==> src/verilog/periph_pkg.sv <==
package periph_pkg;

  // bus geometry
  localparam int ADDR_W   = 32;
  localparam int DATA_W   = 32;
  localparam int STRB_W   = 4;
  // low address bits that index inside one slave window (64 KiB)
  localparam int WIN_BITS = 16;

  typedef enum logic [1:0] {
    OKAY   = 2'd0,
    SLVERR = 2'd2,
    DECERR = 2'd3
  } axil_resp_e;

  typedef enum logic [3:0] {
    GPIO_DATA_IN  = 4'h0,
    GPIO_DATA_OUT = 4'h4
  } gpio_reg_e;

  typedef enum logic [3:0] {
    UART_RX   = 4'h0,
    UART_TX   = 4'h4,
    UART_STAT = 4'h8
  } uart_reg_e;

  typedef enum logic [1:0] {
    IDLE,
    START,
    DATA,
    STOP
  } uart_state_e;

  // uart status word
  localparam int STAT_RX_VALID = 0;
  localparam int STAT_TX_EMPTY = 2;
  localparam int STAT_TX_FULL  = 3;

  // master to slave
  typedef struct packed {
    logic              aw_valid;
    logic [ADDR_W-1:0] aw_addr;
    logic              w_valid;
    logic [DATA_W-1:0] w_data;
    logic [STRB_W-1:0] w_strb;
    logic              b_ready;
    logic              ar_valid;
    logic [ADDR_W-1:0] ar_addr;
    logic              r_ready;
  } axil_req_t;

  // slave to master
  typedef struct packed {
    logic              aw_ready;
    logic              w_ready;
    logic              b_valid;
    axil_resp_e        b_resp;
    logic              ar_ready;
    logic              r_valid;
    logic [DATA_W-1:0] r_data;
    axil_resp_e        r_resp;
  } axil_rsp_t;

endpackage

==> src/verilog/uart_phy.sv <==
`timescale 1ns/1ps

module uart_phy #(
  parameter int CLKS_PER_BIT = 868
) (
  input  logic       axi_aclk,
  input  logic       arst_n,
  input  logic [7:0] tx_data,
  input  logic       tx_load,
  output logic       tx_busy,
  output logic       txd,
  input  logic       rxd,
  output logic [7:0] rx_data,
  output logic       rx_strobe
);
  import periph_pkg::*;

  localparam int CNT_W = $clog2(CLKS_PER_BIT);
  localparam logic [CNT_W-1:0] BIT_LAST  = CNT_W'(CLKS_PER_BIT - 1);
  localparam logic [CNT_W-1:0] HALF_LAST = CNT_W'(CLKS_PER_BIT / 2 - 1);

  uart_state_e      tx_state;
  logic [CNT_W-1:0] tx_cnt;
  logic [2:0]       tx_idx;
  logic [7:0]       tx_shift;
  logic             tx_tick;
  uart_state_e      rx_state;
  logic [CNT_W-1:0] rx_cnt;
  logic [2:0]       rx_idx;
  logic [1:0]       rx_sync;
  logic             rx_last;
  logic             rx_bit;

  //////////////////////////////////////////////////////////////////////
  // transmit, start + 8 data lsb first + stop
  //////////////////////////////////////////////////////////////////////
  assign tx_busy = (tx_state != IDLE);
  assign tx_tick = (tx_cnt == BIT_LAST);

  always_ff @(posedge axi_aclk or negedge arst_n) begin
    if (!arst_n) begin
      tx_state <= IDLE;
      tx_cnt   <= '0;
      tx_idx   <= '0;
      txd      <= 1'b1;
    end else begin
      tx_cnt <= (tx_state == IDLE || tx_tick) ? '0 : tx_cnt + 1'b1;
      case (tx_state)
        IDLE: if (tx_load) begin
          tx_state <= START;
          txd      <= 1'b0;
        end
        START: if (tx_tick) begin
          tx_state <= DATA;
          tx_idx   <= '0;
          txd      <= tx_shift[0];
        end
        DATA: if (tx_tick) begin
          tx_idx <= tx_idx + 1'b1;
          txd    <= tx_shift[1];
          if (tx_idx == 3'd7) begin
            tx_state <= STOP;
            txd      <= 1'b1;
          end
        end
        default: if (tx_tick) tx_state <= IDLE;
      endcase
    end
  end

  always_ff @(posedge axi_aclk) begin
    if (tx_state == IDLE && tx_load) tx_shift <= tx_data;
    else if (tx_state == DATA && tx_tick) tx_shift <= tx_shift >> 1;
  end

  //////////////////////////////////////////////////////////////////////
  // receive, sampled at mid-bit
  //////////////////////////////////////////////////////////////////////
  assign rx_bit = rx_sync[1];

  always_ff @(posedge axi_aclk or negedge arst_n) begin
    if (!arst_n) begin
      rx_sync   <= 2'b11;
      rx_last   <= 1'b1;
      rx_state  <= IDLE;
      rx_cnt    <= '0;
      rx_idx    <= '0;
      rx_strobe <= 1'b0;
    end else begin
      rx_sync   <= {rx_sync[0], rxd};
      rx_last   <= rx_bit;
      rx_strobe <= 1'b0;
      rx_cnt    <= rx_cnt + 1'b1;
      case (rx_state)
        IDLE: begin
          rx_cnt <= '0;
          if (rx_last && !rx_bit) rx_state <= START;
        end
        START: if (rx_cnt == HALF_LAST) begin
          // false start if the line went back high
          rx_state <= rx_bit ? IDLE : DATA;
          rx_cnt   <= '0;
          rx_idx   <= '0;
        end
        DATA: if (rx_cnt == BIT_LAST) begin
          rx_cnt <= '0;
          rx_idx <= rx_idx + 1'b1;
          if (rx_idx == 3'd7) rx_state <= STOP;
        end
        default: if (rx_cnt == BIT_LAST) begin
          rx_state  <= IDLE;
          rx_strobe <= rx_bit;
        end
      endcase
    end
  end

  always_ff @(posedge axi_aclk) begin
    if (rx_state == DATA && rx_cnt == BIT_LAST) rx_data <= {rx_bit, rx_data[7:1]};
  end

  // line idles high between frames
  a_txd_idle: assert property (@(posedge axi_aclk) disable iff (!arst_n)
    tx_state == IDLE |-> txd);

endmodule

==> src/verilog/axil_decoder.sv <==
`timescale 1ns/1ps

module axil_decoder #(
  parameter logic [periph_pkg::ADDR_W-1:0] GPIO_BASE = 32'h4000_0000,
  parameter logic [periph_pkg::ADDR_W-1:0] UART_BASE = 32'h4060_0000
) (
  input  logic                  axi_aclk,
  input  logic                  arst_n,
  input  periph_pkg::axil_req_t s_req,
  output periph_pkg::axil_rsp_t s_rsp,
  output periph_pkg::axil_req_t gpio_req,
  input  periph_pkg::axil_rsp_t gpio_rsp,
  output periph_pkg::axil_req_t uart_req,
  input  periph_pkg::axil_rsp_t uart_rsp
);
  import periph_pkg::*;

  typedef enum logic [1:0] {
    TGT_GPIO,
    TGT_UART,
    TGT_NONE
  } tgt_e;

  // decoded from the live address
  tgt_e aw_tgt;
  tgt_e ar_tgt;
  // held from acceptance until the response transfers
  tgt_e w_tgt;
  tgt_e r_tgt;
  logic w_busy;
  logic r_busy;
  logic w_acc;
  logic r_acc;

  function automatic tgt_e decode(input logic [ADDR_W-1:0] addr);
    if (addr[ADDR_W-1:WIN_BITS] == GPIO_BASE[ADDR_W-1:WIN_BITS]) return TGT_GPIO;
    if (addr[ADDR_W-1:WIN_BITS] == UART_BASE[ADDR_W-1:WIN_BITS]) return TGT_UART;
    return TGT_NONE;
  endfunction

  assign aw_tgt = decode(s_req.aw_addr);
  assign ar_tgt = decode(s_req.ar_addr);

  //////////////////////////////////////////////////////////////////////
  // forward path, valids only reach the selected slave
  //////////////////////////////////////////////////////////////////////
  always_comb begin
    gpio_req = s_req;
    uart_req = s_req;
    gpio_req.aw_valid = s_req.aw_valid && !w_busy && (aw_tgt == TGT_GPIO);
    gpio_req.w_valid  = s_req.w_valid && !w_busy && (aw_tgt == TGT_GPIO);
    gpio_req.b_ready  = s_req.b_ready && w_busy && (w_tgt == TGT_GPIO);
    gpio_req.ar_valid = s_req.ar_valid && !r_busy && (ar_tgt == TGT_GPIO);
    gpio_req.r_ready  = s_req.r_ready && r_busy && (r_tgt == TGT_GPIO);
    uart_req.aw_valid = s_req.aw_valid && !w_busy && (aw_tgt == TGT_UART);
    uart_req.w_valid  = s_req.w_valid && !w_busy && (aw_tgt == TGT_UART);
    uart_req.b_ready  = s_req.b_ready && w_busy && (w_tgt == TGT_UART);
    uart_req.ar_valid = s_req.ar_valid && !r_busy && (ar_tgt == TGT_UART);
    uart_req.r_ready  = s_req.r_ready && r_busy && (r_tgt == TGT_UART);
  end

  //////////////////////////////////////////////////////////////////////
  // return path
  //////////////////////////////////////////////////////////////////////
  always_comb begin
    s_rsp = '0;
    if (!w_busy) begin
      case (aw_tgt)
        TGT_GPIO: begin
          s_rsp.aw_ready = gpio_rsp.aw_ready;
          s_rsp.w_ready  = gpio_rsp.w_ready;
        end
        TGT_UART: begin
          s_rsp.aw_ready = uart_rsp.aw_ready;
          s_rsp.w_ready  = uart_rsp.w_ready;
        end
        default: begin
          // unmapped, swallow it here
          s_rsp.aw_ready = s_req.aw_valid && s_req.w_valid;
          s_rsp.w_ready  = s_req.aw_valid && s_req.w_valid;
        end
      endcase
    end else begin
      case (w_tgt)
        TGT_GPIO: begin
          s_rsp.b_valid = gpio_rsp.b_valid;
          s_rsp.b_resp  = gpio_rsp.b_resp;
        end
        TGT_UART: begin
          s_rsp.b_valid = uart_rsp.b_valid;
          s_rsp.b_resp  = uart_rsp.b_resp;
        end
        default: begin
          s_rsp.b_valid = 1'b1;
          s_rsp.b_resp  = DECERR;
        end
      endcase
    end
    if (!r_busy) begin
      case (ar_tgt)
        TGT_GPIO: s_rsp.ar_ready = gpio_rsp.ar_ready;
        TGT_UART: s_rsp.ar_ready = uart_rsp.ar_ready;
        default:  s_rsp.ar_ready = s_req.ar_valid;
      endcase
    end else begin
      case (r_tgt)
        TGT_GPIO: begin
          s_rsp.r_valid = gpio_rsp.r_valid;
          s_rsp.r_data  = gpio_rsp.r_data;
          s_rsp.r_resp  = gpio_rsp.r_resp;
        end
        TGT_UART: begin
          s_rsp.r_valid = uart_rsp.r_valid;
          s_rsp.r_data  = uart_rsp.r_data;
          s_rsp.r_resp  = uart_rsp.r_resp;
        end
        default: begin
          // r_data stays 0
          s_rsp.r_valid = 1'b1;
          s_rsp.r_resp  = DECERR;
        end
      endcase
    end
  end

  assign w_acc = s_req.aw_valid && s_req.w_valid && s_rsp.aw_ready && s_rsp.w_ready;
  assign r_acc = s_req.ar_valid && s_rsp.ar_ready;

  always_ff @(posedge axi_aclk or negedge arst_n) begin
    if (!arst_n) begin
      w_busy <= 1'b0;
      r_busy <= 1'b0;
      w_tgt  <= TGT_NONE;
      r_tgt  <= TGT_NONE;
    end else begin
      if (w_acc) begin
        w_busy <= 1'b1;
        w_tgt  <= aw_tgt;
      end else if (s_rsp.b_valid && s_req.b_ready) begin
        w_busy <= 1'b0;
      end
      if (r_acc) begin
        r_busy <= 1'b1;
        r_tgt  <= ar_tgt;
      end else if (s_rsp.r_valid && s_req.r_ready) begin
        r_busy <= 1'b0;
      end
    end
  end

  // write response must wait for the master
  a_b_hold: assert property (@(posedge axi_aclk) disable iff (!arst_n)
    s_rsp.b_valid && !s_req.b_ready |=> s_rsp.b_valid);

endmodule

==> src/verilog/axil_gpio.sv <==
`timescale 1ns/1ps

module axil_gpio #(
  parameter int GPIO_W = 8
) (
  input  logic                  axi_aclk,
  input  logic                  arst_n,
  input  periph_pkg::axil_req_t req,
  output periph_pkg::axil_rsp_t rsp,
  input  logic [GPIO_W-1:0]     gpio_in,
  output logic [GPIO_W-1:0]     gpio_out
);
  import periph_pkg::*;

  logic [GPIO_W-1:0] in_q;
  logic              wr_ready;
  logic              rd_ready;
  logic              b_valid;
  logic              r_valid;
  logic [DATA_W-1:0] r_data;
  logic              wr_low;
  logic              rd_low;

  // one write and one read at a time
  assign wr_ready = req.aw_valid && req.w_valid && !b_valid;
  assign rd_ready = req.ar_valid && !r_valid;
  // offsets above the register block read as zero
  assign wr_low = (req.aw_addr[WIN_BITS-1:4] == '0);
  assign rd_low = (req.ar_addr[WIN_BITS-1:4] == '0);

  always_ff @(posedge axi_aclk) begin
    in_q <= gpio_in;
  end

  always_ff @(posedge axi_aclk or negedge arst_n) begin
    if (!arst_n) begin
      gpio_out <= '0;
    end else if (wr_ready && wr_low && req.aw_addr[3:0] == GPIO_DATA_OUT) begin
      // byte lanes by strobe
      for (int i = 0; i < GPIO_W; i++) begin
        if (req.w_strb[i/8]) gpio_out[i] <= req.w_data[i];
      end
    end
  end

  always_ff @(posedge axi_aclk or negedge arst_n) begin
    if (!arst_n) begin
      b_valid <= 1'b0;
      r_valid <= 1'b0;
    end else begin
      if (wr_ready) b_valid <= 1'b1;
      else if (req.b_ready) b_valid <= 1'b0;
      if (rd_ready) r_valid <= 1'b1;
      else if (req.r_ready) r_valid <= 1'b0;
    end
  end

  always_ff @(posedge axi_aclk) begin
    if (rd_ready) begin
      r_data <= '0;
      if (rd_low && req.ar_addr[3:0] == GPIO_DATA_IN) r_data <= DATA_W'(in_q);
      if (rd_low && req.ar_addr[3:0] == GPIO_DATA_OUT) r_data <= DATA_W'(gpio_out);
    end
  end

  always_comb begin
    rsp          = '0;
    rsp.aw_ready = wr_ready;
    rsp.w_ready  = wr_ready;
    rsp.b_valid  = b_valid;
    rsp.b_resp   = OKAY;
    rsp.ar_ready = rd_ready;
    rsp.r_valid  = r_valid;
    rsp.r_data   = r_data;
    rsp.r_resp   = OKAY;
  end

  // no new read reaches the block while a response is pending
  a_r_pending: assert property (@(posedge axi_aclk) disable iff (!arst_n)
    r_valid |-> !req.ar_valid);

endmodule

==> src/verilog/axil_uartlite.sv <==
`timescale 1ns/1ps

module axil_uartlite #(
  parameter int CLKS_PER_BIT = 868
) (
  input  logic                  axi_aclk,
  input  logic                  arst_n,
  input  periph_pkg::axil_req_t req,
  output periph_pkg::axil_rsp_t rsp,
  input  logic                  uart_rxd,
  output logic                  uart_txd
);
  import periph_pkg::*;

  logic [7:0]        tx_hold;
  logic              tx_full;
  logic              tx_load;
  logic              tx_busy;
  logic [7:0]        rx_hold;
  logic              rx_valid;
  logic [7:0]        rx_data;
  logic              rx_strobe;
  logic              wr_ready;
  logic              rd_ready;
  logic              b_valid;
  logic              r_valid;
  logic [DATA_W-1:0] r_data;
  logic              tx_write;
  logic              rx_pop;
  logic [DATA_W-1:0] stat;

  assign wr_ready = req.aw_valid && req.w_valid && !b_valid;
  assign rd_ready = req.ar_valid && !r_valid;
  assign tx_write = wr_ready && req.w_strb[0] && (req.aw_addr[WIN_BITS-1:4] == '0) &&
                    (req.aw_addr[3:0] == UART_TX);
  assign rx_pop   = rd_ready && (req.ar_addr[WIN_BITS-1:4] == '0) &&
                    (req.ar_addr[3:0] == UART_RX);
  // hand the byte over as soon as the serializer is free
  assign tx_load  = tx_full && !tx_busy;

  always_comb begin
    stat                = '0;
    stat[STAT_RX_VALID] = rx_valid;
    stat[STAT_TX_EMPTY] = !tx_full;
    stat[STAT_TX_FULL]  = tx_full;
  end

  //////////////////////////////////////////////////////////////////////
  // holding registers
  //////////////////////////////////////////////////////////////////////
  always_ff @(posedge axi_aclk or negedge arst_n) begin
    if (!arst_n) begin
      tx_full  <= 1'b0;
      rx_valid <= 1'b0;
    end else begin
      // a byte written while full is dropped
      if (tx_write && !tx_full) tx_full <= 1'b1;
      else if (tx_load) tx_full <= 1'b0;
      if (rx_pop) rx_valid <= 1'b0;
      if (rx_strobe) rx_valid <= 1'b1;
    end
  end

  always_ff @(posedge axi_aclk) begin
    if (tx_write && !tx_full) tx_hold <= req.w_data[7:0];
    if (rx_strobe) rx_hold <= rx_data;
  end

  //////////////////////////////////////////////////////////////////////
  // bus responses
  //////////////////////////////////////////////////////////////////////
  always_ff @(posedge axi_aclk or negedge arst_n) begin
    if (!arst_n) begin
      b_valid <= 1'b0;
      r_valid <= 1'b0;
    end else begin
      if (wr_ready) b_valid <= 1'b1;
      else if (req.b_ready) b_valid <= 1'b0;
      if (rd_ready) r_valid <= 1'b1;
      else if (req.r_ready) r_valid <= 1'b0;
    end
  end

  always_ff @(posedge axi_aclk) begin
    if (rd_ready) begin
      r_data <= '0;
      if (rx_pop && rx_valid) r_data <= DATA_W'(rx_hold);
      if ((req.ar_addr[WIN_BITS-1:4] == '0) && (req.ar_addr[3:0] == UART_STAT)) begin
        r_data <= stat;
      end
    end
  end

  always_comb begin
    rsp          = '0;
    rsp.aw_ready = wr_ready;
    rsp.w_ready  = wr_ready;
    rsp.b_valid  = b_valid;
    rsp.b_resp   = OKAY;
    rsp.ar_ready = rd_ready;
    rsp.r_valid  = r_valid;
    rsp.r_data   = r_data;
    rsp.r_resp   = OKAY;
  end

  uart_phy #(
    .CLKS_PER_BIT (CLKS_PER_BIT)
  ) u_phy (
    .axi_aclk  (axi_aclk),
    .arst_n    (arst_n),
    .tx_data   (tx_hold),
    .tx_load   (tx_load),
    .tx_busy   (tx_busy),
    .txd       (uart_txd),
    .rxd       (uart_rxd),
    .rx_data   (rx_data),
    .rx_strobe (rx_strobe)
  );

  // the serializer takes the byte and reports busy
  a_tx_load: assert property (@(posedge axi_aclk) disable iff (!arst_n)
    tx_load |=> tx_busy);

endmodule

==> src/verilog/periph_shell.sv <==
`timescale 1ns/1ps

module periph_shell #(
  parameter logic [periph_pkg::ADDR_W-1:0] GPIO_BASE    = 32'h4000_0000,
  parameter logic [periph_pkg::ADDR_W-1:0] UART_BASE    = 32'h4060_0000,
  parameter int                            GPIO_W       = 8,
  parameter int                            CLKS_PER_BIT = 868
) (
  input  logic                  axi_aclk,
  input  logic                  arst_n,
  input  periph_pkg::axil_req_t s_axil_req,
  output periph_pkg::axil_rsp_t s_axil_rsp,
  input  logic [GPIO_W-1:0]     gpio_in,
  output logic [GPIO_W-1:0]     gpio_out,
  input  logic                  uart_rxd,
  output logic                  uart_txd
);
  import periph_pkg::*;

  axil_req_t gpio_req;
  axil_rsp_t gpio_rsp;
  axil_req_t uart_req;
  axil_rsp_t uart_rsp;

  axil_decoder #(
    .GPIO_BASE (GPIO_BASE),
    .UART_BASE (UART_BASE)
  ) u_decoder (
    .axi_aclk (axi_aclk),
    .arst_n   (arst_n),
    .s_req    (s_axil_req),
    .s_rsp    (s_axil_rsp),
    .gpio_req (gpio_req),
    .gpio_rsp (gpio_rsp),
    .uart_req (uart_req),
    .uart_rsp (uart_rsp)
  );

  axil_gpio #(
    .GPIO_W (GPIO_W)
  ) u_gpio (
    .axi_aclk (axi_aclk),
    .arst_n   (arst_n),
    .req      (gpio_req),
    .rsp      (gpio_rsp),
    .gpio_in  (gpio_in),
    .gpio_out (gpio_out)
  );

  axil_uartlite #(
    .CLKS_PER_BIT (CLKS_PER_BIT)
  ) u_uartlite (
    .axi_aclk (axi_aclk),
    .arst_n   (arst_n),
    .req      (uart_req),
    .rsp      (uart_rsp),
    .uart_rxd (uart_rxd),
    .uart_txd (uart_txd)
  );

endmodule

==> config.mk <==
export PLATFORM = sky130hd
export DESIGN_NAME = periph_shell
export DESIGN_NICKNAME = d
export VERILOG_FILES = /design/src/verilog/periph_pkg.sv /design/src/verilog/uart_phy.sv /design/src/verilog/axil_decoder.sv /design/src/verilog/axil_gpio.sv /design/src/verilog/axil_uartlite.sv /design/src/verilog/periph_shell.sv
export SDC_FILE = /design/constraint.sdc
export NUM_CORES = 1
export LEC_CHECK = 0
export ABC_AREA = 1
export BUFFER_PORTS_ARGS = -buffer_cell sky130_fd_sc_hd__buf_4
export CAP_MARGIN = 0
export CORE_MARGIN = 3
export CORE_UTILIZATION = 56
export CTS_CLUSTER_SIZE = 28
export DETAILED_ROUTE_END_ITERATION = 7
export PLACE_DENSITY = 0.84
export SETUP_SLACK_MARGIN = 0.3
export SLEW_MARGIN = 10
export SYNTH_ARGS = -nofsm -noshare
export SYNTH_HDL_FRONTEND = slang
export SYNTH_SLANG_ARGS = --single-unit
==> constraint.sdc <==
create_clock -name axi_aclk -period 2.8 [get_ports axi_aclk]
set_input_delay 0.56 -clock axi_aclk [delete_from_list [all_inputs] [get_ports axi_aclk]]
set_output_delay 0.56 -clock axi_aclk [all_outputs]
set_load 0.01 [all_outputs]
==> flow_metrics.py <==
metrics = {
    "status": {
        "outcome": "completed",
    },
    "job": {
        "cap_violations": 0,
    },
    "setup_path": {
        "crit_type": "reg -> out",
        "r2r-start": "u_uartlite.u_phy.rx_cnt[0]",
        "cp-start-kind": "flip-flop",
        "cpMaxStageDelayCell": "dfrtp_1",
        "crit_path_end": "s_axil_rsp[5]",
        "cp-end-kind": "output pin",
        "path_cells": "or2_2 > inv_1 > nand2_1 > a21oi_1 > buf_4",
        "reg2reg_slack_ns": 1.04,
        "r2r_end": "u_uartlite.u_phy.rx_data[2]",
        "critPathMaxStageDelay_ns": 0.41,
        "crit_path_max_fanout": 8,
        "critical_path.startpoint": "u_decoder.r_tgt[0]",
        "r2r_cells": 5,
        "cp.arrival_ns": 1.70,
        "crit_required_ns": 2.24,
    },
    "routing": {
        "firstDrtPassIters": 4,
        "drc": 0,
        "via_count": 4258,
        "drt_iter0_markers": 190,
        "vias_per_cell": 5.06,
        "wirelength_um": 11100,
        "wl_per_cell_um": 13.2,
        "ant_nets": 0,
    },
    "clock_tree": {
        "clock_sinks": 111,
        "clockBufferDepth": 2,
        "clk_pin_slew_worst_paths_ns": 0.10,
        "cts-buffers-inserted": 9,
        "htree_levels": 3,
        "clkLatencyLatePin_ns": 0.36,
        "postCtsHoldBufs": 0,
        "cts-root-buf": "clkbuf_8",
        "cts_tree": "yes",
    },
    "floorplanning": {
        "die_w_um": 104,
        "die_area_mm2": 0.0108,
        "start_util_pct": 57.9,
        "rows": 35,
        "ios": 166,
        "core_area_mm2": 0.00928,
        "fp.dieH_um": 104,
    },
    "final_layout": {
        "nNetsFinal": 834,
        "final_common_cell": "nand2_1",
        "area_delta_synth_final_pct": 21.7,
        "n_fill_cell": 694,
        "drive_gt1_share_pct": 24.3,
        "antenna_cells": 0,
        "final_area_mm2": 0.00654,
        "layout_common_cells": "nand2_1 (131), buf_4 (117), inv_1 (78), nor2_1 (67), dfrtp_1 (49)",
    },
    "grt": {
        "grt_max_degree": 56,
        "antenna_found_initial": 0,
        "grt_pass1_wl_um": 18200,
        "grt-ovfl-total": 0,
        "grtUsageTotal_pct": 20.6,
        "grt_pass1_vias": 4104,
    },
    "synthesis": {
        "synth_mux_area_share_pct": 1.47,
        "synth_top_family_by_area": "simple AND/OR/NAND/NOR gates",
        "synth_top_area_cell": "edfxtp_1",
        "synth_area_leaders": "edfxtp_1 (27%), dfrtp_1 (23%), nand2_1 (9.1%)",
        "synth-seq-cells": 111,
        "synth_area_mm2": 0.00538,
        "synthSimpleGateAreaFrac_pct": 24.6,
        "synth_top_area_share_pct": 26.8,
        "avgSynthCellArea_um2": 9.19,
        "synth_cell_types": 40,
        "synthAdderAreaFrac_pct": 2.56,
        "synth-xor-area-share_pct": 0.326,
        "synth-compound-area-share_pct": 5.77,
        "ys_seq_area_share_pct": 55.5,
        "yosys_warnings": 0,
        "synthCells": 585,
    },
    "placement": {
        "pre_cts_ws_ns": 0.591,
        "postPlaceCellArea_mm2": 0.00628,
        "gp_congestion": 0.889,
        "hpwl_um": 8610,
        "port_buffers": 114,
    },
    "sta": {
        "finalSetupViolations": 0,
        "slew_violations": 0,
        "timing.final.ws_setup_ns": 0.542,
        "slew-limit-headroom_pct": 53.1,
        "rsz0062_at_grt": "false",
        "hold_viol": 0,
        "min_period_ns": 2.26,
        "fin_tns_setup_ns": 0,
        "tightestPinTransition_ns": 0.703,
        "min_period_over_period_pct": 80.6,
        "clock_skew_ns": 0.0119,
        "fmax_mhz": 443,
    },
    "hold_path": {
        "hold_class": "in -> async",
    },
    "power": {
        "power.leakage_nw": 3.12,
        "powerDensity_mw_per_mm2": 582,
        "peakVddDrop_mv": 0.387,
        "power_mw": 3.81,
    },
}
sequential cells by signal, indices dropped and copies added (netlist names), 2 cells and up:
name                       flops
u_uartlite.u_phy.rx_data       8
u_uartlite.u_phy.rx_cnt       10
u_gpio.r_data                  8
u_uartlite.u_phy.tx_shift      8
u_uartlite.u_phy.rx_sync       2
u_gpio.gpio_out                8
u_uartlite.u_phy.tx_idx        3
u_uartlite.u_phy.tx_cnt       10
u_uartlite.rx_hold             8
u_uartlite.u_phy.tx_state      2
u_gpio.in_q                    8
u_uartlite.u_phy.rx_idx        3
u_uartlite.r_data              8
u_uartlite.tx_hold             8
u_decoder.r_tgt                2
u_uartlite.u_phy.rx_state      2
u_decoder.w_tgt                2
area by class of cell:
class / count / area [um2] / share of cell area (%)
clock buffers: 10 / 138 / 2.10
clock inverters: 6 / 116 / 1.78
inverters: 80 / 304 / 4.65
multi-input cells: 388 / 1960 / 29.9
flip-flops and latches: 111 / 2990 / 45.6
well taps: 129 / 161 / 2.47
repair buffers: 117 / 878 / 13.4
synthesized netlist by cell type, drive strengths merged:
| master | count |
|---|---|
| a21boi | 1 |
| a21oi | 14 |
| a31oi | 3 |
| and3 | 1 |
| and3b | 1 |
| buf | 28 |
| clkbuf | 1 |
| conb | 1 |
| dfrtp | 49 |
| dfstp | 6 |
| dfxtp | 8 |
| edfxtp | 48 |
| ha | 11 |
| inv | 80 |
| mux2 | 7 |
| nand2 | 138 |
| nand3 | 40 |
| nand3b | 1 |
| nand4 | 11 |
| nor2 | 73 |
| nor3 | 13 |
| nor3b | 6 |
| nor4 | 3 |
| o21ai | 31 |
| o21bai | 3 |
| o22ai | 1 |
| o31ai | 3 |
| or2 | 1 |
| xor2 | 2 |
worst min path at each step:
stage | from | slack [ns] | cells past startpoint | to
2_1_floorplan | arst_n | 0.26 | 0 | u_decoder.r_busy
3_3_place_gp | u_uartlite.u_phy.rx_sync[0] | 0.35 | 0 | u_uartlite.u_phy.rx_sync[1]
3_5_place_dp | u_uartlite.u_phy.rx_sync[0] | 0.35 | 0 | u_uartlite.u_phy.rx_sync[1]
4_1_cts | arst_n | 0.25 | 1 | u_uartlite.u_phy.rx_idx[2]
5_1_grt | uart_rxd | 0.26 | 1 | u_uartlite.u_phy.rx_sync[0]
6_report | arst_n | 0.24 | 1 | u_uartlite.u_phy.rx_idx[0]
cells by family after synthesis:
family | after synthesis
simple gates | 288
compound gates | 56
other cells | 1
buf+inv | 109
fa+ha+maj | 11
xor+xnor | 2
flops | 111
mux | 7
worst max-delay path, delay by kind of cell, from the launching register on:
kind	cells	cell delay, ns
AOI/OAI and AO/OA	1	0.17
buffers and inverters	2	0.35
DFF	1	0.41
and+or+nand+nor	2	0.42
stage by stage:
step / util [%] / hold WS [ns] / cells
floorplan: - / 0.264 / 608
global placement: 67.6 / 0.346 / 824
detailed placement: 67.6 / 0.351 / 824
CTS: 70.4 / 0.254 / 840
global route: 70.5 / 0.262 / 841
finish: 70.5 / 0.239 / 841
repair_timing:
item	4_1_cts	5_1_grt
setup endpoints to repair	1	1
pin swaps	0	0
resized for setup	1	0
setup buffers	0	1
where the power goes:
| part | internal [mW] | total, mW | leakage (nW) | switching, mW |
|---|---|---|---|---|
| Combinational | 0.365 | 0.800 | 1.87 | 0.435 |
| Sequential | 1.77 | 1.86 | 1.13 | 0.0836 |
| Clock | 0.625 | 1.15 | 0.127 | 0.528 |
routing by layer:
metal / global-route usage, % / wire length, um
met1: 25.2 / 4650
met5: 0 / 0
met4: 5.51 / 132
met3: 5.09 / 782
met2: 36.4 / 5550
Note: power is estimated with default switching activity, not from simulation.
